`config.mk`:
```
export PLATFORM = sky130hd
export DESIGN_NAME = uart_core
export DESIGN_NICKNAME = d
export VERILOG_FILES = /design/src/hdl/uart_core.sv
export SDC_FILE = /design/constraint.sdc
export NUM_CORES = 1
export LEC_CHECK = 0
export BUFFER_PORTS_ARGS = -buffer_cell sky130_fd_sc_hd__buf_4
export CAP_MARGIN = 20
export CELL_PAD_IN_SITES_DETAIL_PLACEMENT = 0
export CELL_PAD_IN_SITES_GLOBAL_PLACEMENT = 1
export CORE_MARGIN = 5
export CORE_UTILIZATION = 45
export DETAILED_ROUTE_END_ITERATION = 8
export PLACE_DENSITY = 0.78
export RECOVER_POWER = 100
export SYNTH_ARGS = -nofsm -noshare
export SYNTH_HDL_FRONTEND = slang
export SYNTH_SLANG_ARGS = --single-unit
```
`constraint.sdc`:
```
create_clock -name clk -period 3.4 [get_ports clk]
set_clock_uncertainty 0.1 [all_clocks]
set_input_delay 0.51 -clock clk [delete_from_list [all_inputs] [get_ports clk]]
set_output_delay 0.51 -clock clk [all_outputs]
set_load 0.05 [all_outputs]
```
`src/hdl/uart_core.sv`:
```
// 8N1 serial engine, div clocks per bit; div below 2 is not supported by the receiver
`timescale 1ns/1ps

module uart_core #(
	parameter int div_w = 16
) (
	input  logic             clk,
	input  logic             arst_n,
	input  logic [div_w-1:0] div,
	input  logic             tx_start,
	input  logic [7:0]       tx_byte,
	input  logic             uart_rx,
	output logic             uart_tx,
	output logic             tx_busy,
	output logic             rx_done,
	output logic [7:0]       rx_byte
);

	logic [9:0]       tx_shreg;
	logic [div_w-1:0] tx_cnt;
	logic [3:0]       tx_idx;

	logic [1:0]       rx_sync;
	logic             rx_prev;
	logic             rx_busy;
	logic [div_w-1:0] rx_cnt;
	logic [3:0]       rx_idx;
	logic [7:0]       rx_shreg;
	logic             rx_s;

	// --------------------
	// Transmitter

	// Frame is stop, data LSB first, start; bit 0 is on the line
	always_ff @(posedge clk or negedge arst_n) begin
		if (!arst_n) begin
			tx_busy  <= 1'b0;
			tx_shreg <= '1;
			tx_cnt   <= '0;
			tx_idx   <= '0;
		end else if (!tx_busy) begin
			if (tx_start) begin
				tx_shreg <= {1'b1, tx_byte, 1'b0};
				tx_busy  <= 1'b1;
				tx_cnt   <= div - 1'b1;
				tx_idx   <= '0;
			end
		end else if (tx_cnt != '0) begin
			tx_cnt <= tx_cnt - 1'b1;
		end else if (tx_idx == 4'd9) begin
			tx_busy <= 1'b0;
		end else begin
			tx_shreg <= {1'b1, tx_shreg[9:1]};
			tx_idx   <= tx_idx + 4'd1;
			tx_cnt   <= div - 1'b1;
		end
	end

	assign uart_tx = tx_shreg[0];

	// --------------------
	// Receiver

	assign rx_s = rx_sync[1];

	always_ff @(posedge clk or negedge arst_n) begin
		if (!arst_n) begin
			rx_sync <= 2'b11;
			rx_prev <= 1'b1;
			rx_busy <= 1'b0;
			rx_cnt  <= '0;
			rx_idx  <= '0;
			rx_done <= 1'b0;
		end else begin
			rx_sync <= {rx_sync[0], uart_rx};
			rx_prev <= rx_s;
			rx_done <= 1'b0;
			if (!rx_busy) begin
				// Falling edge starts a frame, first sample lands mid start bit
				if (rx_prev && !rx_s) begin
					rx_busy <= 1'b1;
					rx_cnt  <= (div >> 1) - 1'b1;
					rx_idx  <= '0;
				end
			end else if (rx_cnt != '0) begin
				rx_cnt <= rx_cnt - 1'b1;
			end else begin
				rx_cnt <= div - 1'b1;
				rx_idx <= rx_idx + 4'd1;
				if (rx_idx == 4'd0 && rx_s)
					rx_busy <= 1'b0;
				else if (rx_idx == 4'd9) begin
					rx_busy <= 1'b0;
					rx_done <= rx_s;
				end
			end
		end
	end

	always_ff @(posedge clk) begin
		if (rx_busy && rx_cnt == '0 && rx_idx != 4'd0 && rx_idx != 4'd9)
			rx_shreg <= {rx_s, rx_shreg[7:1]};
	end

	assign rx_byte = rx_shreg;

endmodule

```
==> results.json <==
{
  "die_area_mm2": 0.0110,
  "cp_max_fo": 15,
  "pwr_density_cell_mw_per_mm2": 565,
  "cts.sinks": 63,
  "post-cts-setup-buffer-count": 0,
  "final-max-slew-violation-count": 0,
  "synth_edf_count": 8,
  "status": "completed",
  "start_util_pct": 46.4,
  "critPathBufInv": 1,
  "synth.cell_area_mm2": 0.00407,
  "drc": 0,
  "setup_viol": 0,
  "grt_first_pass_wirelength_um": 18200,
  "postSynthCellCount": 469,
  "num_vias": 3670,
  "routed_wl_um": 11000,
  "slowest_delay_ns": 0.54,
  "synthSimpleGateAreaFrac_pct": 25.3,
  "insertion_delay_ns": 0.35,
  "synth_nets": 509,
  "synth-xor-area-share_pct": 6.89,
  "synthArstFlopShare_pct": 87.3,
  "synth_top_area_cell": "dfrtp_1",
  "yosys_warnings": 0,
  "clockRootBuffer": "clkbuf_8",
  "antenna_found_initial": 0,
  "end_kind": "flop",
  "die_h_um": 105,
  "core_area_mm2": 0.00876,
  "numPortBuffers": 38,
  "ant_nets": 0,
  "ys_seq_area_share_pct": 40.1,
  "peakVddDrop_v": 0.000263,
  "final_hold_viol_count": 0,
  "track_usage_pct": 20.4,
  "whs_ns": 0.160,
  "power_mw": 2.59,
  "tns_ns": 0,
  "htreeDepth": 3,
  "drive_gt1_share_pct": 12.6,
  "relSlewSlack_pct": 3.48,
  "cpMostUsedCell": "o21ai_0",
  "grt_setup_unrepaired": "false",
  "cts.path.max_buffers": 2,
  "min_path_type": "primary input to flop",
  "path_delay_family": "simple AND/OR/NAND/NOR gates",
  "clkSlewWorstSetupHoldPaths_ns": 0.08,
  "diodes": 0,
  "gr-total-overflow": 0,
  "ys_ff_latch": 63,
  "startpoint_type": "flop",
  "tritoncts": "built",
  "synth_compound_area_share_pct": 17.9,
  "fin_nets": 543,
  "num_rows": 34,
  "synth.area.mux_share_pct": 1.72,
  "synthTopCellsByArea": "dfrtp_1 26%, dfstp_2 7.7%, edfxtp_1 5.9%, o21ai_0 4.8%, nand2_1 4.4%",
  "arrival_ns": 3.06,
  "fmaxAchievable_mhz": 338,
  "grt_max_degree": 56,
  "ys.flop_type": "dfrtp_1",
  "synthAdderAreaFrac_pct": 3.69,
  "synth_top_area_share_pct": 26.4,
  "grt_pass1_vias": 3546,
  "wl_per_cell_um": 17.9,
  "vias_per_cell": 5.96,
  "path_cells": "or3_1 > or4_1 > o31ai_4 > clkbuf_1 > o21ai_0 > a21oi_1 > o21ai_0",
  "fin_crit_sh_pct": 87.0,
  "place.gp.congestion": 0.900,
  "synth_area_per_cell_um2": 8.68,
  "io_pins": 39,
  "hpwlAfterDp_um": 8050,
  "synth_top_family_by_area": "simple AND/OR/NAND/NOR gates",
  "synth_cell_type_count": 61,
  "syn2layout_area_growth_pct": 12.7,
  "fillers": 852,
  "layout_common_cells": "48 x nor2_1, 48 x nand2_1, 43 x dfrtp_1, 39 x o21ai_0, 30 x buf_4",
  "cts_resized": 0,
  "die_w_um": 105,
  "cp.required_ns": 3.51,
  "hold_buffers": 0,
  "tightest_slew_ns": 1.45,
  "p_leak_nw": 1.82,
  "numCtsBuffers": 9,
  "criticalPathCategory": "flop to flop",
  "slowest_stage": "or4_1",
  "cap_violations": 0,
  "drt_iter0_markers": 202,
  "finalCriticalPeriod_ns": 2.96,
  "drt-pass1-iter-count": 5
}
==> where the power goes <==
part           internal [mW]  total [mW]  switching (mW)
sequential             0.955        1.19           0.234
clock                  0.414       0.743           0.329
combinational          0.301       0.659           0.358
total                   1.67        2.59           0.921
==> state kept, by name (all words and copies together), names as in the netlist <==
| register | cells |
|---|---|
| rx_cnt | 16 |
| tx_busy | 1 |
| rx_prev | 1 |
| rx_byte | 8 |
| tx_idx | 4 |
| rx_done | 1 |
| tx_cnt | 16 |
| rx_busy | 1 |
| rx_idx | 4 |
| rx_sync | 2 |
| tx_shreg | 9 |
==> synthesized netlist by cell type, types with 4 or more instances <==
master    number
a21oi_1       24
a22o_1         5
a22oi_1        5
a31oi_1        4
clkbuf_1      18
dfrtp_1       43
dfstp_2       12
edfxtp_1       8
ha_1          12
inv_1         16
mux2i_1        7
nand2_1       48
nand2b_1       5
nand3_1       23
nand3b_1       6
nand4_1        4
nor2_1        47
nor2b_1        5
nor3_1        23
nor3b_1        4
nor4_1        14
o21ai_0       39
o221ai_1       6
o22ai_1        4
or4_1          6
xnor2_1       15
xor2_1        17
==> worst register-to-register path, cell delays in order (launching register included) <==
cell	delay, ns
dfrtp_1	0.40
or3_1	0.43
or4_1	0.54
o31ai_4	0.38
clkbuf_1	0.51
o21ai_0	0.18
a21oi_1	0.18
o21ai_0	0.09
==> routing by layer <==
metal	routed length [µm]	track usage, %
met5	0	0
met2	4780	29.9
met3	593	3.45
met1	5360	29.7
met4	305	8.40
==> per-stage QoR <==
step	cell area [µm²]	utilization (%)	cells	setup WS [ns]
after floorplan	4070	-	469	0.915
after global placement	4450	50.8	600	0.677
after detailed placement	4450	50.8	600	0.595
after CTS	4670	53.3	616	0.584
after global routing	4590	52.3	616	0.261
final	4590	52.3	616	0.443
==> final cells by class <==
cell class,count,area [µm²],share of cell area [%]
Multi-Input combinational cell,364,2240,48.8
Clock inverter,7,96.3,2.10
Timing Repair Buffer,48,299,6.52
Clock buffer,9,124,2.70
Sequential cell,63,1630,35.6
Tap cell,108,135,2.95
Inverter,17,63.8,1.39
==> cell families (layout without fill, tap and decap cells) <==
group | count (synthesis) | count (layout)
AO/OA/AOI/OAI | 113 | 113
XOR/XNOR | 32 | 32
adder cells (fa/ha/maj) | 12 | 12
buffers and inverters | 42 | 81
flip-flops | 63 | 63
multiplexers | 7 | 7
AND/OR/NAND/NOR | 200 | 200
==> final timing paths <==
kind,from,to,slack [ns],cells after the start
worst max-delay path,tx_cnt[10]$_DFFE_PN0P_,tx_cnt[15]$_DFFE_PN0P_,0.44,7
worst min-delay path,uart_rx,rx_sync[0]$_DFF_PN1_,0.16,1
worst max register to register,tx_cnt[10]$_DFFE_PN0P_,tx_cnt[15]$_DFFE_PN0P_,0.44,7
worst min register to register,rx_sync[0]$_DFF_PN1_,rx_sync[1]$_DFF_PN1_,0.26,0
max in group asynchronous,arst_n,tx_cnt[4]$_DFFE_PN0P_,1.92,1
min in group asynchronous,arst_n,rx_cnt[1]$_DFFE_PN0P_,0.39,1
No activity file was read; power rests on OpenSTA's default activity.
