$ cat config.mk
export PLATFORM = sky130hd
export DESIGN_NAME = ahbl_splitter_flat
export DESIGN_NICKNAME = d
export VERILOG_FILES = /design/src/hdl/soc_pkg.sv /design/src/hdl/ahbl_if.sv /design/src/hdl/ahbl_splitter.sv /design/src/flat_wrapper.sv
export SDC_FILE = /design/constraint.sdc
export NUM_CORES = 1
export LEC_CHECK = 0
export ABC_AREA = 1
export BUFFER_PORTS_ARGS = -buffer_cell sky130_fd_sc_hd__clkbuf_2
export CAP_MARGIN = 20
export CORE_AREA = 2 2 123 125
export CTS_CLUSTER_DIAMETER = 100
export DETAILED_ROUTE_END_ITERATION = 16
export DIE_AREA = 0 0 125 127
export GPL_ROUTABILITY_DRIVEN = 0
export PLACE_DENSITY_LB_ADDON = 0.05
export SYNTH_ARGS = -nofsm -noshare
export SYNTH_HDL_FRONTEND = slang
export SYNTH_SLANG_ARGS = --single-unit
$ cat constraint.sdc
create_clock -name clk -period 1.9 [get_ports clk]
set_input_delay 0.095 -clock clk [delete_from_list [all_inputs] [get_ports clk]]
set_output_delay 0.095 -clock clk [all_outputs]
set_load 0.03 [all_outputs]
$ cat src/hdl/soc_pkg.sv
// Shared widths, AHB codes and UART register map; only SINGLE NONSEQ transfers are encoded
package soc_pkg;

	// --------------------
	// Bus widths

	localparam int addr_w     = 32;
	localparam int data_w     = 32;
	localparam int apb_addr_w = 16;

	// --------------------
	// AHB-Lite control codes

	// Only IDLE and NONSEQ are generated, no bursts
	localparam logic [1:0] htrans_idle   = 2'b00;
	localparam logic [1:0] htrans_nonseq = 2'b10;

	localparam logic [2:0] hsize_byte = 3'b000;
	localparam logic [2:0] hsize_half = 3'b001;
	localparam logic [2:0] hsize_word = 3'b010;

	// --------------------
	// UART register map

	localparam logic [apb_addr_w-1:0] uart_csr_ofs = 16'h0000;
	localparam logic [apb_addr_w-1:0] uart_div_ofs = 16'h0004;
	localparam logic [apb_addr_w-1:0] uart_tx_ofs  = 16'h0008;
	localparam logic [apb_addr_w-1:0] uart_rx_ofs  = 16'h000c;

	// CSR field positions
	localparam int csr_tx_busy_bit  = 0;
	localparam int csr_rx_valid_bit = 1;
	localparam int csr_irq_en_bit   = 8;

	// Clocks per bit out of reset
	localparam int div_reset = 16;

endpackage

$ cat src/hdl/ahbl_if.sv
// AHB-Lite subset without HBURST, HPROT or HMASTLOCK; hready is the bus-wide ready seen by slaves
`timescale 1ns/1ps

interface ahbl_if;

	// Address phase and write data, driven towards the slave
	logic [soc_pkg::addr_w-1:0] haddr;
	logic                       hwrite;
	logic [1:0]                 htrans;
	logic [2:0]                 hsize;
	logic [soc_pkg::data_w-1:0] hwdata;
	logic                       hready;

	// Data phase response, driven by the slave
	logic                       hready_resp;
	logic                       hresp;
	logic [soc_pkg::data_w-1:0] hrdata;

	modport master (
		output haddr, hwrite, htrans, hsize, hwdata, hready,
		input  hready_resp, hresp, hrdata
	);

	modport slave (
		input  haddr, hwrite, htrans, hsize, hwdata, hready,
		output hready_resp, hresp, hrdata
	);

endinterface

$ cat src/hdl/ahbl_splitter.sv
// Two-target AHB-Lite decoder; bases must be aligned to decode_mask, misses get a 2-cycle ERROR
`timescale 1ns/1ps

module ahbl_splitter #(
	parameter logic [soc_pkg::addr_w-1:0] sram_base   = 32'h0000_0000,
	parameter logic [soc_pkg::addr_w-1:0] uart_base   = 32'h4000_0000,
	parameter logic [soc_pkg::addr_w-1:0] decode_mask = 32'he000_0000
) (
	input  logic  clk,
	input  logic  arst_n,
	ahbl_if.slave  src,
	ahbl_if.master dst_sram,
	ahbl_if.master dst_apb
);

	localparam logic [1:0] sel_none = 2'd0;
	localparam logic [1:0] sel_sram = 2'd1;
	localparam logic [1:0] sel_apb  = 2'd2;
	localparam logic [1:0] sel_err  = 2'd3;

	logic [1:0] addr_sel;
	logic [1:0] data_sel;
	logic       err_first;

	// --------------------
	// Address phase decode

	always_comb begin
		if (src.htrans != soc_pkg::htrans_nonseq)
			addr_sel = sel_none;
		else if ((src.haddr & decode_mask) == sram_base)
			addr_sel = sel_sram;
		else if ((src.haddr & decode_mask) == uart_base)
			addr_sel = sel_apb;
		else
			addr_sel = sel_err;
	end

	// Address, control and write data fan out; only the hit target sees a transfer
	assign dst_sram.haddr  = src.haddr;
	assign dst_sram.hwrite = src.hwrite;
	assign dst_sram.hsize  = src.hsize;
	assign dst_sram.hwdata = src.hwdata;
	assign dst_sram.hready = src.hready;
	assign dst_sram.htrans = addr_sel == sel_sram ? src.htrans : soc_pkg::htrans_idle;

	assign dst_apb.haddr  = src.haddr;
	assign dst_apb.hwrite = src.hwrite;
	assign dst_apb.hsize  = src.hsize;
	assign dst_apb.hwdata = src.hwdata;
	assign dst_apb.hready = src.hready;
	assign dst_apb.htrans = addr_sel == sel_apb ? src.htrans : soc_pkg::htrans_idle;

	// --------------------
	// Data phase select and error responder

	always_ff @(posedge clk or negedge arst_n) begin
		if (!arst_n) begin
			data_sel  <= sel_none;
			err_first <= 1'b0;
		end else begin
			if (src.hready)
				data_sel <= addr_sel;
			// First ERROR cycle holds the bus, second releases it
			err_first <= src.hready && addr_sel == sel_err;
		end
	end

	always_comb begin
		case (data_sel)
			sel_sram: begin
				src.hready_resp = dst_sram.hready_resp;
				src.hresp       = dst_sram.hresp;
				src.hrdata      = dst_sram.hrdata;
			end
			sel_apb: begin
				src.hready_resp = dst_apb.hready_resp;
				src.hresp       = dst_apb.hresp;
				src.hrdata      = dst_apb.hrdata;
			end
			sel_err: begin
				src.hready_resp = !err_first;
				src.hresp       = 1'b1;
				src.hrdata      = '0;
			end
			default: begin
				src.hready_resp = 1'b1;
				src.hresp       = 1'b0;
				src.hrdata      = '0;
			end
		endcase
	end

endmodule

$ cat src/flat_wrapper.sv
// flat-port wrapper written by rule: the top's interface ports become plain ports
module ahbl_splitter_flat 
#(
	parameter logic [soc_pkg::addr_w-1:0] sram_base   = 32'h0000_0000,
	parameter logic [soc_pkg::addr_w-1:0] uart_base   = 32'h4000_0000,
	parameter logic [soc_pkg::addr_w-1:0] decode_mask = 32'he000_0000
)
  (clk, arst_n, src_haddr, src_hwrite, src_htrans, src_hsize, src_hwdata, src_hready, src_hready_resp, src_hresp, src_hrdata, dst_sram_haddr, dst_sram_hwrite, dst_sram_htrans, dst_sram_hsize, dst_sram_hwdata, dst_sram_hready, dst_sram_hready_resp, dst_sram_hresp, dst_sram_hrdata, dst_apb_haddr, dst_apb_hwrite, dst_apb_htrans, dst_apb_hsize, dst_apb_hwdata, dst_apb_hready, dst_apb_hready_resp, dst_apb_hresp, dst_apb_hrdata);
  ahbl_if src_i ();
  ahbl_if dst_sram_i ();
  ahbl_if dst_apb_i ();
  input  logic clk;
  input  logic arst_n;
  input wire logic [$bits(src_i.haddr)-1:0] src_haddr;
  input wire logic [$bits(src_i.hwrite)-1:0] src_hwrite;
  input wire logic [$bits(src_i.htrans)-1:0] src_htrans;
  input wire logic [$bits(src_i.hsize)-1:0] src_hsize;
  input wire logic [$bits(src_i.hwdata)-1:0] src_hwdata;
  input wire logic [$bits(src_i.hready)-1:0] src_hready;
  output wire logic [$bits(src_i.hready_resp)-1:0] src_hready_resp;
  output wire logic [$bits(src_i.hresp)-1:0] src_hresp;
  output wire logic [$bits(src_i.hrdata)-1:0] src_hrdata;
  output wire logic [$bits(dst_sram_i.haddr)-1:0] dst_sram_haddr;
  output wire logic [$bits(dst_sram_i.hwrite)-1:0] dst_sram_hwrite;
  output wire logic [$bits(dst_sram_i.htrans)-1:0] dst_sram_htrans;
  output wire logic [$bits(dst_sram_i.hsize)-1:0] dst_sram_hsize;
  output wire logic [$bits(dst_sram_i.hwdata)-1:0] dst_sram_hwdata;
  output wire logic [$bits(dst_sram_i.hready)-1:0] dst_sram_hready;
  input wire logic [$bits(dst_sram_i.hready_resp)-1:0] dst_sram_hready_resp;
  input wire logic [$bits(dst_sram_i.hresp)-1:0] dst_sram_hresp;
  input wire logic [$bits(dst_sram_i.hrdata)-1:0] dst_sram_hrdata;
  output wire logic [$bits(dst_apb_i.haddr)-1:0] dst_apb_haddr;
  output wire logic [$bits(dst_apb_i.hwrite)-1:0] dst_apb_hwrite;
  output wire logic [$bits(dst_apb_i.htrans)-1:0] dst_apb_htrans;
  output wire logic [$bits(dst_apb_i.hsize)-1:0] dst_apb_hsize;
  output wire logic [$bits(dst_apb_i.hwdata)-1:0] dst_apb_hwdata;
  output wire logic [$bits(dst_apb_i.hready)-1:0] dst_apb_hready;
  input wire logic [$bits(dst_apb_i.hready_resp)-1:0] dst_apb_hready_resp;
  input wire logic [$bits(dst_apb_i.hresp)-1:0] dst_apb_hresp;
  input wire logic [$bits(dst_apb_i.hrdata)-1:0] dst_apb_hrdata;
  assign src_i.haddr = src_haddr;
  assign src_i.hwrite = src_hwrite;
  assign src_i.htrans = src_htrans;
  assign src_i.hsize = src_hsize;
  assign src_i.hwdata = src_hwdata;
  assign src_i.hready = src_hready;
  assign src_hready_resp = src_i.hready_resp;
  assign src_hresp = src_i.hresp;
  assign src_hrdata = src_i.hrdata;
  assign dst_sram_haddr = dst_sram_i.haddr;
  assign dst_sram_hwrite = dst_sram_i.hwrite;
  assign dst_sram_htrans = dst_sram_i.htrans;
  assign dst_sram_hsize = dst_sram_i.hsize;
  assign dst_sram_hwdata = dst_sram_i.hwdata;
  assign dst_sram_hready = dst_sram_i.hready;
  assign dst_sram_i.hready_resp = dst_sram_hready_resp;
  assign dst_sram_i.hresp = dst_sram_hresp;
  assign dst_sram_i.hrdata = dst_sram_hrdata;
  assign dst_apb_haddr = dst_apb_i.haddr;
  assign dst_apb_hwrite = dst_apb_i.hwrite;
  assign dst_apb_htrans = dst_apb_i.htrans;
  assign dst_apb_hsize = dst_apb_i.hsize;
  assign dst_apb_hwdata = dst_apb_i.hwdata;
  assign dst_apb_hready = dst_apb_i.hready;
  assign dst_apb_i.hready_resp = dst_apb_hready_resp;
  assign dst_apb_i.hresp = dst_apb_hresp;
  assign dst_apb_i.hrdata = dst_apb_hrdata;
  ahbl_splitter #(.sram_base(sram_base), .uart_base(uart_base), .decode_mask(decode_mask)) u_core (.clk(clk), .arst_n(arst_n), .src(src_i), .dst_sram(dst_sram_i), .dst_apb(dst_apb_i));
endmodule
==> flow_summary.yaml <==
synth:
  synth_cells: 286
  synth_compound_gate_area_share_pct: 9.356
  synth_xor_area_share_pct: 0
  synth.yosys.warnings: 0
  synth_simple_gate_area_share_pct: 18.02
  post_synth_most_frequent_cells: "buf_4, nand2_1, a21oi_1, inv_1, buf_6"
  synth_top_family_by_area: "buffers and inverters"
  mux_contribution_to_synthesized_area_pct: 0
  yosys.cell_count.top_type: "buf_4"
  synth_adder_area_share_pct: 2.772
  ys_top_cells_by_area: "buf_4, nand2_1, a21oi_1"
  synthesis.area_um2: 1805
  synth-async-reset-ratio_pct: 100.0
  synth.top_cell.area_share_pct: 59.04
  synthesis.area_per_instance_um2: 6.313
  synth-seq-cells: 3
  yosysTopAreaCell: "buf_4"
  synth_enable_flop_cells: 0
  synth.distinct_cells: 14
  synth.yosys.seq_area_share_pct: 4.158
  primary_ff_master_synth: "dfrtp_1"
global_routing:
  pin_count_of_the_biggest_net_entering_global_routing: 32
  grtUsageTotal_pct: 6.737
  grt.overflow.total: 0
  first_pass_grt_wire_length_um: 8418
  number_of_global_route_vias_before_repair: 1443
  antenna_violations_before_repair: 0
sta:
  timing.final.hold_violations: 0
  timing.final.crit_share_pct: 91.93
  finalClockSkew_ps: 0
  setup_viol: 0
  totalNegativeSetupSlack_ps: 0
  rsz0062_at_grt: "false"
  final_max_slew_viol_count: 0
  finalWorstPathRequiredPeriod_ps: 1747
  achievable_clock_frequency_mhz: 572.5
clocking:
  cts-root-to-sink-buffers: 2
  cts_post_setup_buffers_inserted: 0
  cts.sink_count: 3
  cts-root-buf: "clkbuf_16"
  tritoncts: "done"
  worstSkewPairLatency_ps: 220
  cts_inserted_buffers: 3
  ctsHtreeMaxLevel: 1
  path_clk_slew_ps: 30
layout:
  synthesis_to_layout_area_growth_pct: -9.148
  fillerInstances: 1723
  area.sequential_um2: 75.07
  layout_nets: 409
  antenna_cells_inserted: 0
  stdcell_area_um2: 1640
  multiInputGateArea_um2: 556.8
  layout-drive-gt1-share_pct: 48.67
setup_path:
  setup.worst_path.end_class: "output port"
  critical-path-slowest-cell: "dfrtp_1"
  cp_dominant_cell_by_count: "inv_1"
  cp_top_family: "buffers and inverters"
  critical_path_class: "flop to output port"
  cp.required_ps: 1800
  worst_path_largest_cell_delay_ps: 390
  path_buf_inv: 4
  crit_arrival_ps: 1650
  crit_chain: "inv_1 -> ha_1 -> inv_1 -> buf_12 -> a21oi_1 -> clkbuf_2"
  cp-start-kind: "flop"
  crit_path_max_fanout: 29
route:
  drt.antenna.violating_nets: 0
  drt-wirelength-per-cell_um: 12.89
  vias: 1419
  postRouteWirelength_um: 5760
  firstDrtPassIters: 4
  route.detailed.drc: 0
  via_per_inst: 3.174
  drtIter0Drc: 17
die:
  dieHeight_um: 127
  row_count: 44
  boundaryPins: 317
  die_area_um2: 15880
  core_area_um2: 14420
  die_w_um: 125
  floorplan.initialDensity_pct: 12.52
pwr:
  max-vdd-ir-drop_mv: 0.2886
  design_power_total_w: 0.0008302
  power_density_nw_per_um2: 506.1
  p_leak_nw: 0.8268
placed_design:
  portBuffers: 119
  dpl_wire_length_um: 4632
  placed_area_um2: 1546
hold_path:
  hold_path.class: "primary input to flop"
status:
  outcome: "completed"
flow_run:
  max-cap-violations: 0
final timing paths:
kind / start / end / slack, ps / cells past startpoint
min: src_htrans[1] / u_core.err_first$_DFF_PN0_ / 170 / 3
min reg2reg: u_core.data_sel[1]$_DFFE_PN0P_ / u_core.data_sel[1]$_DFFE_PN0P_ / 560 / 2
max in group asynchronous: arst_n / u_core.data_sel[1]$_DFFE_PN0P_ / 1570 / 2
max reg2reg: u_core.data_sel[0]$_DFFE_PN0P_ / u_core.data_sel[0]$_DFFE_PN0P_ / 1240 / 2
min in group asynchronous: arst_n / u_core.err_first$_DFF_PN0_ / 210 / 2
max: u_core.data_sel[0]$_DFFE_PN0P_ / src_hrdata[22] / 150 / 6
metal layers:
| metal | GRT usage [%] | routed length [um] | vias up |
|---|---|---|---|
| li1 | - | - | 686 |
| met1 | 5.963 | 1785 | 582 |
| met2 | 12.56 | 2961 | 120 |
| met3 | 3.518 | 768 | 31 |
| met4 | 3.268 | 245 | 0 |
| met5 | 0 | 0 | - |
where the power goes:
group,internal (W),switching (W)
logic,0.000147,0.000273
clock network,0.000277,0.0000605
registers,0.0000684,0.00000405
final cells by class:
type	count	area share, %
clock buffer	4	4.806
inverter	9	2.060
multi-input combinational	124	33.94
sequential	3	4.577
tap	184	14.04
timing repair buffer	123	40.58
tightest hold or removal path, cell delays in order:
cell and delay, ps:
clkbuf_2 80, nand2_1 110, nor3_1 60
stage by stage:
step	hold WS (ps)	std cells	setup slack, ps	util (%)
6_report	166.4	447	153.3	11.37
5_1_grt	190.1	447	7.603	11.37
4_1_cts	168.2	447	75.84	11.34
3_5_place_dp	-97.69	442	305.2	10.72
3_3_place_gp	-97.44	442	310.1	10.72
2_1_floorplan	-200.6	287	397.5	-
registers in the layout (all words and copies together), names as in the netlist:
name              cells
u_core.data_sel       2
u_core.err_first      1
logic make-up after synthesis:
family / Yosys count
compound gates: 33
fa+ha+maj: 4
buf+inv: 160
flops: 3
other cells: 1
simple gates: 85
cells in the final DEF (no fill, tap or decap), drive strengths merged:
master | netlist | routed
nand3b | 1 | 1
nand3 | 1 | 1
nand2 | 78 | 78
buf | 151 | 4
dlygate4sd3 | 0 | 1
nor3 | 1 | 1
a21oi | 33 | 33
conb | 1 | 2
dfrtp | 3 | 3
clkbuf | 0 | 122
ha | 4 | 4
nor2 | 4 | 4
inv | 9 | 9
what timing repair did:
| item | in CTS | in global routing |
|---|---|---|
| endpoints found under the hold margin | 3 | 0 |
| endpoints found under the setup margin | 0 | 17 |
| gates resized for setup | 0 | 3 |
| hold buffers | 1 | 0 |
No activity file was read; power rests on OpenSTA's default activity.
