### config.mk
export PLATFORM = sky130hd
export DESIGN_NAME = uart_regs_flat
export DESIGN_NICKNAME = d
export VERILOG_FILES = /design/src/hdl/soc_pkg.sv /design/src/hdl/apb_if.sv /design/src/hdl/uart_regs.sv /design/src/flat_wrapper.sv
export SDC_FILE = /design/constraint.sdc
export NUM_CORES = 1
export LEC_CHECK = 0
export ABC_AREA = 0
export BUFFER_PORTS_ARGS = -buffer_cell sky130_fd_sc_hd__clkbuf_2
export CAP_MARGIN = 20
export CORE_UTILIZATION = 40
export DETAILED_ROUTE_END_ITERATION = 8
export GPL_TIMING_DRIVEN = 0
export PLACE_DENSITY = 0.79
export REMOVE_ABC_BUFFERS = 1
export SYNTH_ARGS = -nofsm -noshare
export SYNTH_HDL_FRONTEND = slang
export SYNTH_SLANG_ARGS = --single-unit
### constraint.sdc
create_clock -name clk -period 2.5 [get_ports clk]
set_input_delay 0.5 -clock clk [delete_from_list [all_inputs] [get_ports clk]]
set_output_delay 0.5 -clock clk [all_outputs]
set_load 0.005 [all_outputs]
### src/hdl/soc_pkg.sv
// Shared widths, AHB codes and UART register map; only SINGLE NONSEQ transfers are encoded
package soc_pkg;

	// --------------------
	// Bus widths

	localparam int addr_w     = 32;
	localparam int data_w     = 32;
	localparam int apb_addr_w = 16;

	// --------------------
	// AHB-Lite control codes

	// Only IDLE and NONSEQ are generated, no bursts
	localparam logic [1:0] htrans_idle   = 2'b00;
	localparam logic [1:0] htrans_nonseq = 2'b10;

	localparam logic [2:0] hsize_byte = 3'b000;
	localparam logic [2:0] hsize_half = 3'b001;
	localparam logic [2:0] hsize_word = 3'b010;

	// --------------------
	// UART register map

	localparam logic [apb_addr_w-1:0] uart_csr_ofs = 16'h0000;
	localparam logic [apb_addr_w-1:0] uart_div_ofs = 16'h0004;
	localparam logic [apb_addr_w-1:0] uart_tx_ofs  = 16'h0008;
	localparam logic [apb_addr_w-1:0] uart_rx_ofs  = 16'h000c;

	// CSR field positions
	localparam int csr_tx_busy_bit  = 0;
	localparam int csr_rx_valid_bit = 1;
	localparam int csr_irq_en_bit   = 8;

	// Clocks per bit out of reset
	localparam int div_reset = 16;

endpackage

### src/hdl/apb_if.sv
// APB subset with zero wait states, so no pready is carried
`timescale 1ns/1ps

interface apb_if;

	logic                           psel;
	logic                           penable;
	logic                           pwrite;
	logic [soc_pkg::apb_addr_w-1:0] paddr;
	logic [soc_pkg::data_w-1:0]     pwdata;
	logic [soc_pkg::data_w-1:0]     prdata;
	logic                           pslverr;

	modport master (
		output psel, penable, pwrite, paddr, pwdata,
		input  prdata, pslverr
	);

	modport slave (
		input  psel, penable, pwrite, paddr, pwdata,
		output prdata, pslverr
	);

endinterface

### src/hdl/uart_regs.sv
// UART registers CSR, DIV, TXDATA and RXDATA; unlisted offsets return pslverr, rx overrun is silent
`timescale 1ns/1ps

module uart_regs #(
	parameter int div_w = 16
) (
	input  logic             clk,
	input  logic             arst_n,
	apb_if.slave             apb,
	output logic [div_w-1:0] div,
	output logic             tx_start,
	output logic [7:0]       tx_byte,
	output logic             irq,
	input  logic             tx_busy,
	input  logic             rx_done,
	input  logic [7:0]       rx_byte
);

	logic       acc;
	logic       wr;
	logic       rd;
	logic       hit_csr;
	logic       hit_div;
	logic       hit_tx;
	logic       hit_rx;
	logic       tx_accept;
	logic       irq_en;
	logic       rx_valid;
	logic [7:0] rx_buf;

	// --------------------
	// Access decode

	assign acc = apb.psel && apb.penable;
	assign wr  = acc && apb.pwrite;
	assign rd  = acc && !apb.pwrite;

	assign hit_csr = apb.paddr == soc_pkg::uart_csr_ofs;
	assign hit_div = apb.paddr == soc_pkg::uart_div_ofs;
	assign hit_tx  = apb.paddr == soc_pkg::uart_tx_ofs;
	assign hit_rx  = apb.paddr == soc_pkg::uart_rx_ofs;

	assign apb.pslverr = acc && !(hit_csr || hit_div || hit_tx || hit_rx);

	// Bytes written while the engine is busy are dropped
	assign tx_accept = wr && hit_tx && !tx_busy && !tx_start;

	// --------------------
	// Register state

	always_ff @(posedge clk or negedge arst_n) begin
		if (!arst_n) begin
			irq_en   <= 1'b0;
			div      <= div_w'(soc_pkg::div_reset);
			rx_valid <= 1'b0;
			tx_start <= 1'b0;
		end else begin
			tx_start <= tx_accept;
			if (wr && hit_csr)
				irq_en <= apb.pwdata[soc_pkg::csr_irq_en_bit];
			if (wr && hit_div)
				div <= apb.pwdata[div_w-1:0];
			// A new byte wins over a read in the same cycle
			if (rx_done)
				rx_valid <= 1'b1;
			else if (rd && hit_rx)
				rx_valid <= 1'b0;
		end
	end

	always_ff @(posedge clk) begin
		if (tx_accept)
			tx_byte <= apb.pwdata[7:0];
		if (rx_done)
			rx_buf <= rx_byte;
	end

	// --------------------
	// Read data

	always_comb begin
		apb.prdata = '0;
		case (apb.paddr)
			soc_pkg::uart_csr_ofs: begin
				apb.prdata[soc_pkg::csr_tx_busy_bit]  = tx_busy;
				apb.prdata[soc_pkg::csr_rx_valid_bit] = rx_valid;
				apb.prdata[soc_pkg::csr_irq_en_bit]   = irq_en;
			end
			soc_pkg::uart_div_ofs: apb.prdata[div_w-1:0] = div;
			soc_pkg::uart_rx_ofs:  apb.prdata[7:0] = rx_buf;
			default:               apb.prdata = '0;
		endcase
	end

	assign irq = irq_en && rx_valid;

endmodule

### src/flat_wrapper.sv
// flat-port wrapper written by rule: the top's interface ports become plain ports
module uart_regs_flat 
#(
	parameter int div_w = 16
)
  (clk, arst_n, div, tx_start, tx_byte, irq, tx_busy, rx_done, rx_byte, apb_psel, apb_penable, apb_pwrite, apb_paddr, apb_pwdata, apb_prdata, apb_pslverr);
  apb_if apb_i ();
  input  logic clk;
  input  logic arst_n;
  output logic [div_w-1:0] div;
  output logic tx_start;
  output logic [7:0] tx_byte;
  output logic irq;
  input  logic tx_busy;
  input  logic rx_done;
  input  logic [7:0] rx_byte;
  input wire logic [$bits(apb_i.psel)-1:0] apb_psel;
  input wire logic [$bits(apb_i.penable)-1:0] apb_penable;
  input wire logic [$bits(apb_i.pwrite)-1:0] apb_pwrite;
  input wire logic [$bits(apb_i.paddr)-1:0] apb_paddr;
  input wire logic [$bits(apb_i.pwdata)-1:0] apb_pwdata;
  output wire logic [$bits(apb_i.prdata)-1:0] apb_prdata;
  output wire logic [$bits(apb_i.pslverr)-1:0] apb_pslverr;
  assign apb_i.psel = apb_psel;
  assign apb_i.penable = apb_penable;
  assign apb_i.pwrite = apb_pwrite;
  assign apb_i.paddr = apb_paddr;
  assign apb_i.pwdata = apb_pwdata;
  assign apb_prdata = apb_i.prdata;
  assign apb_pslverr = apb_i.pslverr;
  uart_regs #(.div_w(div_w)) u_core (.clk(clk), .arst_n(arst_n), .apb(apb_i), .div(div), .tx_start(tx_start), .tx_byte(tx_byte), .irq(irq), .tx_busy(tx_busy), .rx_done(rx_done), .rx_byte(rx_byte));
endmodule
==> impl_metrics.py, run 1 <==
metrics = {
    "run_status": {
        "outcome": "finished clean",
    },
    "clocking": {
        "clock_path_buffers": 2,
        "numCtsBuffers": 5,
        "clk_latency_ps": 280,
        "post-cts-setup-buffers": 0,
        "postCtsHoldBufs": 0,
        "clock_sinks": 35,
        "cts_tree": "done",
        "h-tree-depth": 2,
        "cts-root-buf": "clkbuf_8",
        "path_clk_slew_ps": 70,
        "ctsResizeCount": 1,
    },
    "floorplanning": {
        "dieArea_mm2": 0.00442,
        "die-width_um": 66.5,
        "pin_count": 122,
        "start_util_pct": 41.6,
        "core_area_mm2": 0.00400,
        "die_h_um": 66.5,
        "rows": 23,
    },
    "cells_and_area": {
        "antenna-diode-count": 0,
        "area_growth_pct": 30.2,
        "nets": 270,
        "fillCellCount": 348,
        "multi_input_area_um2": 608,
        "seqCellArea_um2": 957,
        "drive_above_1_share_pct": 57.7,
    },
    "yosys": {
        "synth_area_mm2": 0.00166,
        "yosysWarnings": 0,
        "async_reset_ff_share_pct": 54.3,
        "yosys.area.top_type": "edfxtp_1",
        "synth_edf_count": 16,
        "seq_area_frac_synth_pct": 57.5,
        "syn_area_per_cell_um2": 14.2,
        "synth_cells": 117,
        "synth_ff_type": "dfrtp_1",
        "ys_top_cells_by_area": "edfxtp_1, dfrtp_1, mux2_4, buf_4, mux2_2",
        "synth_cell_types": 28,
        "ys_ff_latch": 35,
        "synth.top_cell.area_share_pct": 28.9,
    },
    "timing": {
        "hold_viol": 0,
        "setup_viol": 0,
        "slew_viol_final": 0,
        "fin_worst_skew_ps": 4.84,
        "relSlewSlack_pct": 63.7,
        "rsz0062_at_grt": "false",
        "fin_crit_sh_pct": 92.9,
        "finalCriticalPeriod_ps": 2320,
        "fin_tns_setup_ps": 0,
        "whs_ps": 164,
        "tightest_slew_ps": 540,
        "clock.fmax_ghz": 0.430,
    },
    "pwr": {
        "seqPwrFrac_pct": 57.2,
        "comb_power_share_pct": 6.6,
        "power_mw": 1.08,
        "p_per_area_mw_per_mm2": 498,
        "swShare_pct": 22.0,
        "irDropWorstVdd_mv": 0.324,
        "clkPwrFrac_pct": 36.2,
        "p_leak_nw": 1.13,
        "power.switching_mw": 0.237,
        "p_int_mw": 0.841,
    },
    "route": {
        "drt-initial-drc-count": 47,
        "ant_nets": 0,
        "viasPerCell": 4.83,
        "wl_mm": 3.48,
        "remaining_drc_errors": 0,
        "drt_pre_antenna_iters": 4,
        "avgRoutedWirePerCell_um": 13.5,
        "dr_total_vias": 1247,
    },
    "worst_setup_path": {
        "startpoint_type": "input pin",
        "path_class": "input pin to output pin",
        "cp_slowest_stage_delay_ps": 530,
        "crit_fanout": 14,
        "crit_required_ps": 2000,
        "critPathSlowestCell": "and4_2",
        "worst_setup_path_end_kind": "output pin",
        "path_common_cell": "clkbuf_2",
        "path_cells": "clkbuf_2, nor4_1, and4_2, a22o_1, clkbuf_2",
        "arrival_ps": 1820,
    },
    "grt": {
        "grt.overflow.total": 0,
        "antenna_found_initial": 0,
        "grt_use_total_pct": 17.1,
        "grt_pass1_vias": 1115,
        "grt_max_degree": 20,
        "grt_pass1_wl_mm": 5.35,
    },
    "min_path": {
        "min_path_type": "input pin to asynchronous set/reset pin",
    },
    "place": {
        "hpwl_mm": 2.65,
        "portBuffers": 89,
        "place_congestion": 0.721,
    },
    "flow_run": {
        "maxCapViolCount": 0,
    },
}
layout by cell type, fill, tap and decap left out:
| cell type | synthesis | final |
|---|---|---|
| a31oi_1 | 2 | 2 |
| clkbuf_1 | 2 | 1 |
| clkbuf_8 | 0 | 5 |
| nor3_1 | 1 | 1 |
| and4_1 | 2 | 1 |
| nor4_1 | 4 | 3 |
| and4_2 | 0 | 1 |
| dfrtp_1 | 18 | 18 |
| nand3_1 | 1 | 1 |
| edfxtp_1 | 16 | 16 |
| nor4_2 | 1 | 2 |
| nand4b_1 | 1 | 1 |
| nand2_1 | 1 | 1 |
| conb_1 | 1 | 16 |
| nor2_1 | 6 | 6 |
| nor4bb_1 | 1 | 1 |
| buf_4 | 17 | 1 |
| a22o_1 | 6 | 6 |
| clkinvlp_4 | 0 | 1 |
| mux2_2 | 7 | 7 |
| nand4_4 | 1 | 1 |
| nor4b_2 | 1 | 1 |
| a21o_1 | 1 | 1 |
| clkbuf_2 | 0 | 89 |
| mux2_4 | 10 | 10 |
| and3_1 | 1 | 1 |
| dfstp_2 | 1 | 1 |
| mux2i_1 | 3 | 3 |
| and2_1 | 8 | 8 |
| nand4_1 | 1 | 1 |
| clkinv_2 | 0 | 1 |
cells in the mapped netlist (2+ instances only):
cell type and n:
a31oi_1 2, mux2_2 7, nor2_1 6, and2_1 8, buf_6 2, buf_4 17, mux2i_1 3, mux2_4 10
clkbuf_1 2, and4_1 2, nor4_1 4, edfxtp_1 16, a22o_1 6, dfrtp_1 18
state kept, by name (all words and copies together), names as in the netlist:
signal	cells
u_core.tx_start	1
u_core.rx_valid	1
u_core.irq_en	1
u_core.rx_buf	8
u_core.tx_byte	8
u_core.div	16
layer usage:
metal | part of all wire [%] | GRT usage (%) | wire length, um | vias up
met5 | 0 | 0 | 0 | -
met4 | 1.5 | 7.18 | 51 | 0
met3 | 7.7 | 5.65 | 268 | 7
met2 | 53 | 29.6 | 1850 | 66
met1 | 38 | 19.0 | 1320 | 592
li1 | - | - | - | 582
stage by stage:
step           setup slack [ps]  cell area [um^2]  util [%]  std cells
2_1_floorplan              17.9              1560         -        110
3_3_place_gp               -779              2070      51.6        249
3_5_place_dp               -167              2080      52.0        250
4_1_cts                     164              2170      54.1        258
6_report                    177              2170      54.1        258
5_1_grt                    16.4              2170      54.1        258
power by group through the flow:
stage                     Sequential [mW]  Clock (mW)  Combinational [mW]
after floorplan                     0.628           0              0.0155
after global placement              0.629           0              0.0691
after detailed placement            0.629           0              0.0712
after CTS                           0.617       0.403              0.0713
after global routing                0.618       0.429              0.0812
final                               0.617       0.390              0.0707
cell type report:
class | count | share of cell area [%]
tap | 50 | 2.89
multi-input combinational | 75 | 28.1
clock inverter | 2 | 0.578
sequential | 35 | 44.2
clock buffer | 6 | 3.35
timing repair buffer | 90 | 20.9
worst paths after layout:
kind	to	slack, ps	cells past startpoint	start
worst min register to register	u_core.rx_valid	530	1	u_core.rx_valid
worst min-delay path	u_core.div[13]	160	1	arst_n
min in group clk	u_core.rx_buf[4]	390	1	rx_byte[4]
worst max register to register	u_core.tx_byte[0]	1000	4	u_core.tx_start
worst max-delay path	apb_prdata[5]	180	5	apb_paddr[5]
max in group asynchronous	u_core.div[4]	1990	1	arst_n
cell families after synthesis:
logic type,share of synthesized area (%)
flops,57.5
simple gates,12.6
buf+inv,9.77
mux,15.6
compound gates,4.36
other cells,0.225
critical path, delay by kind of cell:
kind | cells | cell delay [ps]
buf+inv | 2 | 190
simple gates | 2 | 930
compound gates | 1 | 200
Note: power is estimated with default switching activity, not from simulation.
==> run 2: changes to the inputs <==
==> constraint.sdc (replaced) <==
create_clock -name clk -period 2.5 [get_ports clk]
set_input_delay 0.25 -clock clk [delete_from_list [all_inputs] [get_ports clk]]
set_output_delay 0.25 -clock clk [all_outputs]
set_load 0.005 [all_outputs]
==> impl_metrics.py, run 2 (synthesis results as in run 1) <==
metrics = {
    "route": {
        "drt-initial-drc-count": 67,
        "remaining_drc_errors": 0,
        "viasPerCell": 4.76,
        "avgRoutedWirePerCell_um": 13.6,
        "dr_total_vias": 1232,
        "drt_pre_antenna_iters": 4,
        "wl_mm": 3.52,
        "ant_nets": 0,
    },
    "place": {
        "portBuffers": 89,
        "post-place-ws_ps": 83.1,
        "hpwl_mm": 2.65,
        "place_congestion": 0.721,
    },
    "flow_run": {
        "maxCapViolCount": 0,
    },
    "floorplanning": {
        "die_h_um": 66.5,
        "rows": 23,
        "dieArea_mm2": 0.00442,
        "start_util_pct": 41.6,
        "core_area_mm2": 0.00400,
        "pin_count": 122,
        "die-width_um": 66.5,
    },
    "run_status": {
        "outcome": "finished clean",
    },
    "worst_setup_path": {
        "critPathSlowestCell": "and4_1",
        "cp_slowest_stage_delay_ps": 660,
        "path_cells": "clkbuf_2, nor4_1, and4_1, nand4_4, mux2_4",
        "crit_required_ps": 2660,
        "worst_setup_path_end_kind": "flop",
        "startpoint_type": "input pin",
        "crit_fanout": 16,
        "arrival_ps": 2300,
        "path_class": "input pin to flop",
    },
    "cells_and_area": {
        "area_growth_pct": 30.7,
        "final_common_cell": "clkbuf_2",
        "multi_input_area_um2": 607,
        "seqCellArea_um2": 957,
        "nets": 271,
        "largest_reg_flops": 16,
        "regMostFlops": "u_core.div",
        "biggestRegsByFlops": "u_core.div x16, u_core.rx_buf x8, u_core.tx_byte x8",
        "antenna-diode-count": 0,
        "fillCellCount": 347,
        "drive_above_1_share_pct": 56.9,
        "layout_common_cells": "clkbuf_2, dfrtp_1, conb_1, edfxtp_1, mux2_4",
    },
    "clocking": {
        "clk_latency_ps": 280,
        "numCtsBuffers": 5,
        "cts-root-buf": "clkbuf_8",
        "cts_tree": "done",
        "clock_path_buffers": 2,
        "h-tree-depth": 2,
        "clock_sinks": 35,
        "post-cts-setup-buffers": 0,
        "path_clk_slew_ps": 70,
    },
    "pwr": {
        "swShare_pct": 22.0,
        "p_per_area_mw_per_mm2": 496,
        "irDropWorstVdd_mv": 0.325,
        "clkPwrFrac_pct": 36.1,
        "comb_power_share_pct": 6.7,
        "power.switching_mw": 0.237,
        "seqPwrFrac_pct": 57.2,
        "p_int_mw": 0.842,
        "power_mw": 1.08,
        "p_leak_nw": 1.13,
    },
    "grt": {
        "grt_pass1_wl_mm": 5.42,
        "grt.overflow.total": 0,
        "grt_use_total_pct": 17.3,
        "grt_max_degree": 20,
        "antenna_found_initial": 0,
        "grt_pass1_vias": 1135,
    },
    "min_path": {
        "min_path_type": "input pin to flop",
    },
    "timing": {
        "clock.fmax_ghz": 0.467,
        "fin_tns_setup_ps": 0,
        "relSlewSlack_pct": 60.7,
        "tightest_slew_ps": 589,
        "slew_viol_final": 0,
        "rsz0062_at_grt": "false",
        "hold_viol": 0,
        "fin_crit_sh_pct": 85.7,
        "fin_worst_skew_ps": 5.14,
        "setup_viol": 0,
        "postLayoutSetupSlackWorst_ps": 358,
        "finalCriticalPeriod_ps": 2140,
    },
}
[run 2: worst paths after layout]
check,startpoint,depth (start not counted),to,slack [ps]
worst max register to register,u_core.tx_start,4,u_core.tx_byte[3],1000
worst min register to register,u_core.rx_valid,1,u_core.rx_valid,530
worst max-delay path,apb_paddr[5],5,u_core.div[0],360
max in group asynchronous,arst_n,2,u_core.div[4],1680
worst min-delay path,rx_byte[4],1,u_core.rx_buf[4],140
min in group asynchronous,arst_n,2,u_core.div[13],470
[run 2: through the flow]
step	util (%)	hold WS, ps	instance area (um^2)	instances
3_5_place_dp	52.0	243	2080	250
2_1_floorplan	-	-45.6	1560	110
5_1_grt	54.4	123	2170	259
6_report	54.4	138	2170	259
3_3_place_gp	51.6	232	2070	249
4_1_cts	54.4	129	2170	259
[run 2: metal layers]
metal	part of all wire [%]	GRT usage, %	vias to the layer above
met1	39	19.0	584
met5	0	0	-
met3	7.5	5.65	5
met4	1.1	7.18	0
li1	-	-	581
met2	53	30.4	62
[run 2: power by group through the flow]
stage          Combinational [mW]  Sequential, mW  Clock [mW]
2_1_floorplan              0.0155           0.628           0
3_3_place_gp               0.0691           0.629           0
3_5_place_dp               0.0712           0.629           0
4_1_cts                    0.0725           0.617       0.403
5_1_grt                    0.0826           0.618       0.429
6_report                   0.0721           0.617       0.390
[run 2: layout make-up]
type,count,area share [%]
Sequential cell,35,44.0
Tap cell,50,2.88
Clock inverter,2,0.575
Timing Repair Buffer,91,21.3
Multi-Input combinational cell,75,27.9
Clock buffer,6,3.34
[run 2: what timing repair did]
action | in CTS | in global routing
endpoints found under the hold margin | 18 | 0
hold buffers | 1 | 0
resized for setup | 0 | 0
[run 2: critical path, delay by kind of cell]
kind          cells  cell delay (ps)
simple gates      3             1530
mux               1              430
buf+inv           1               80
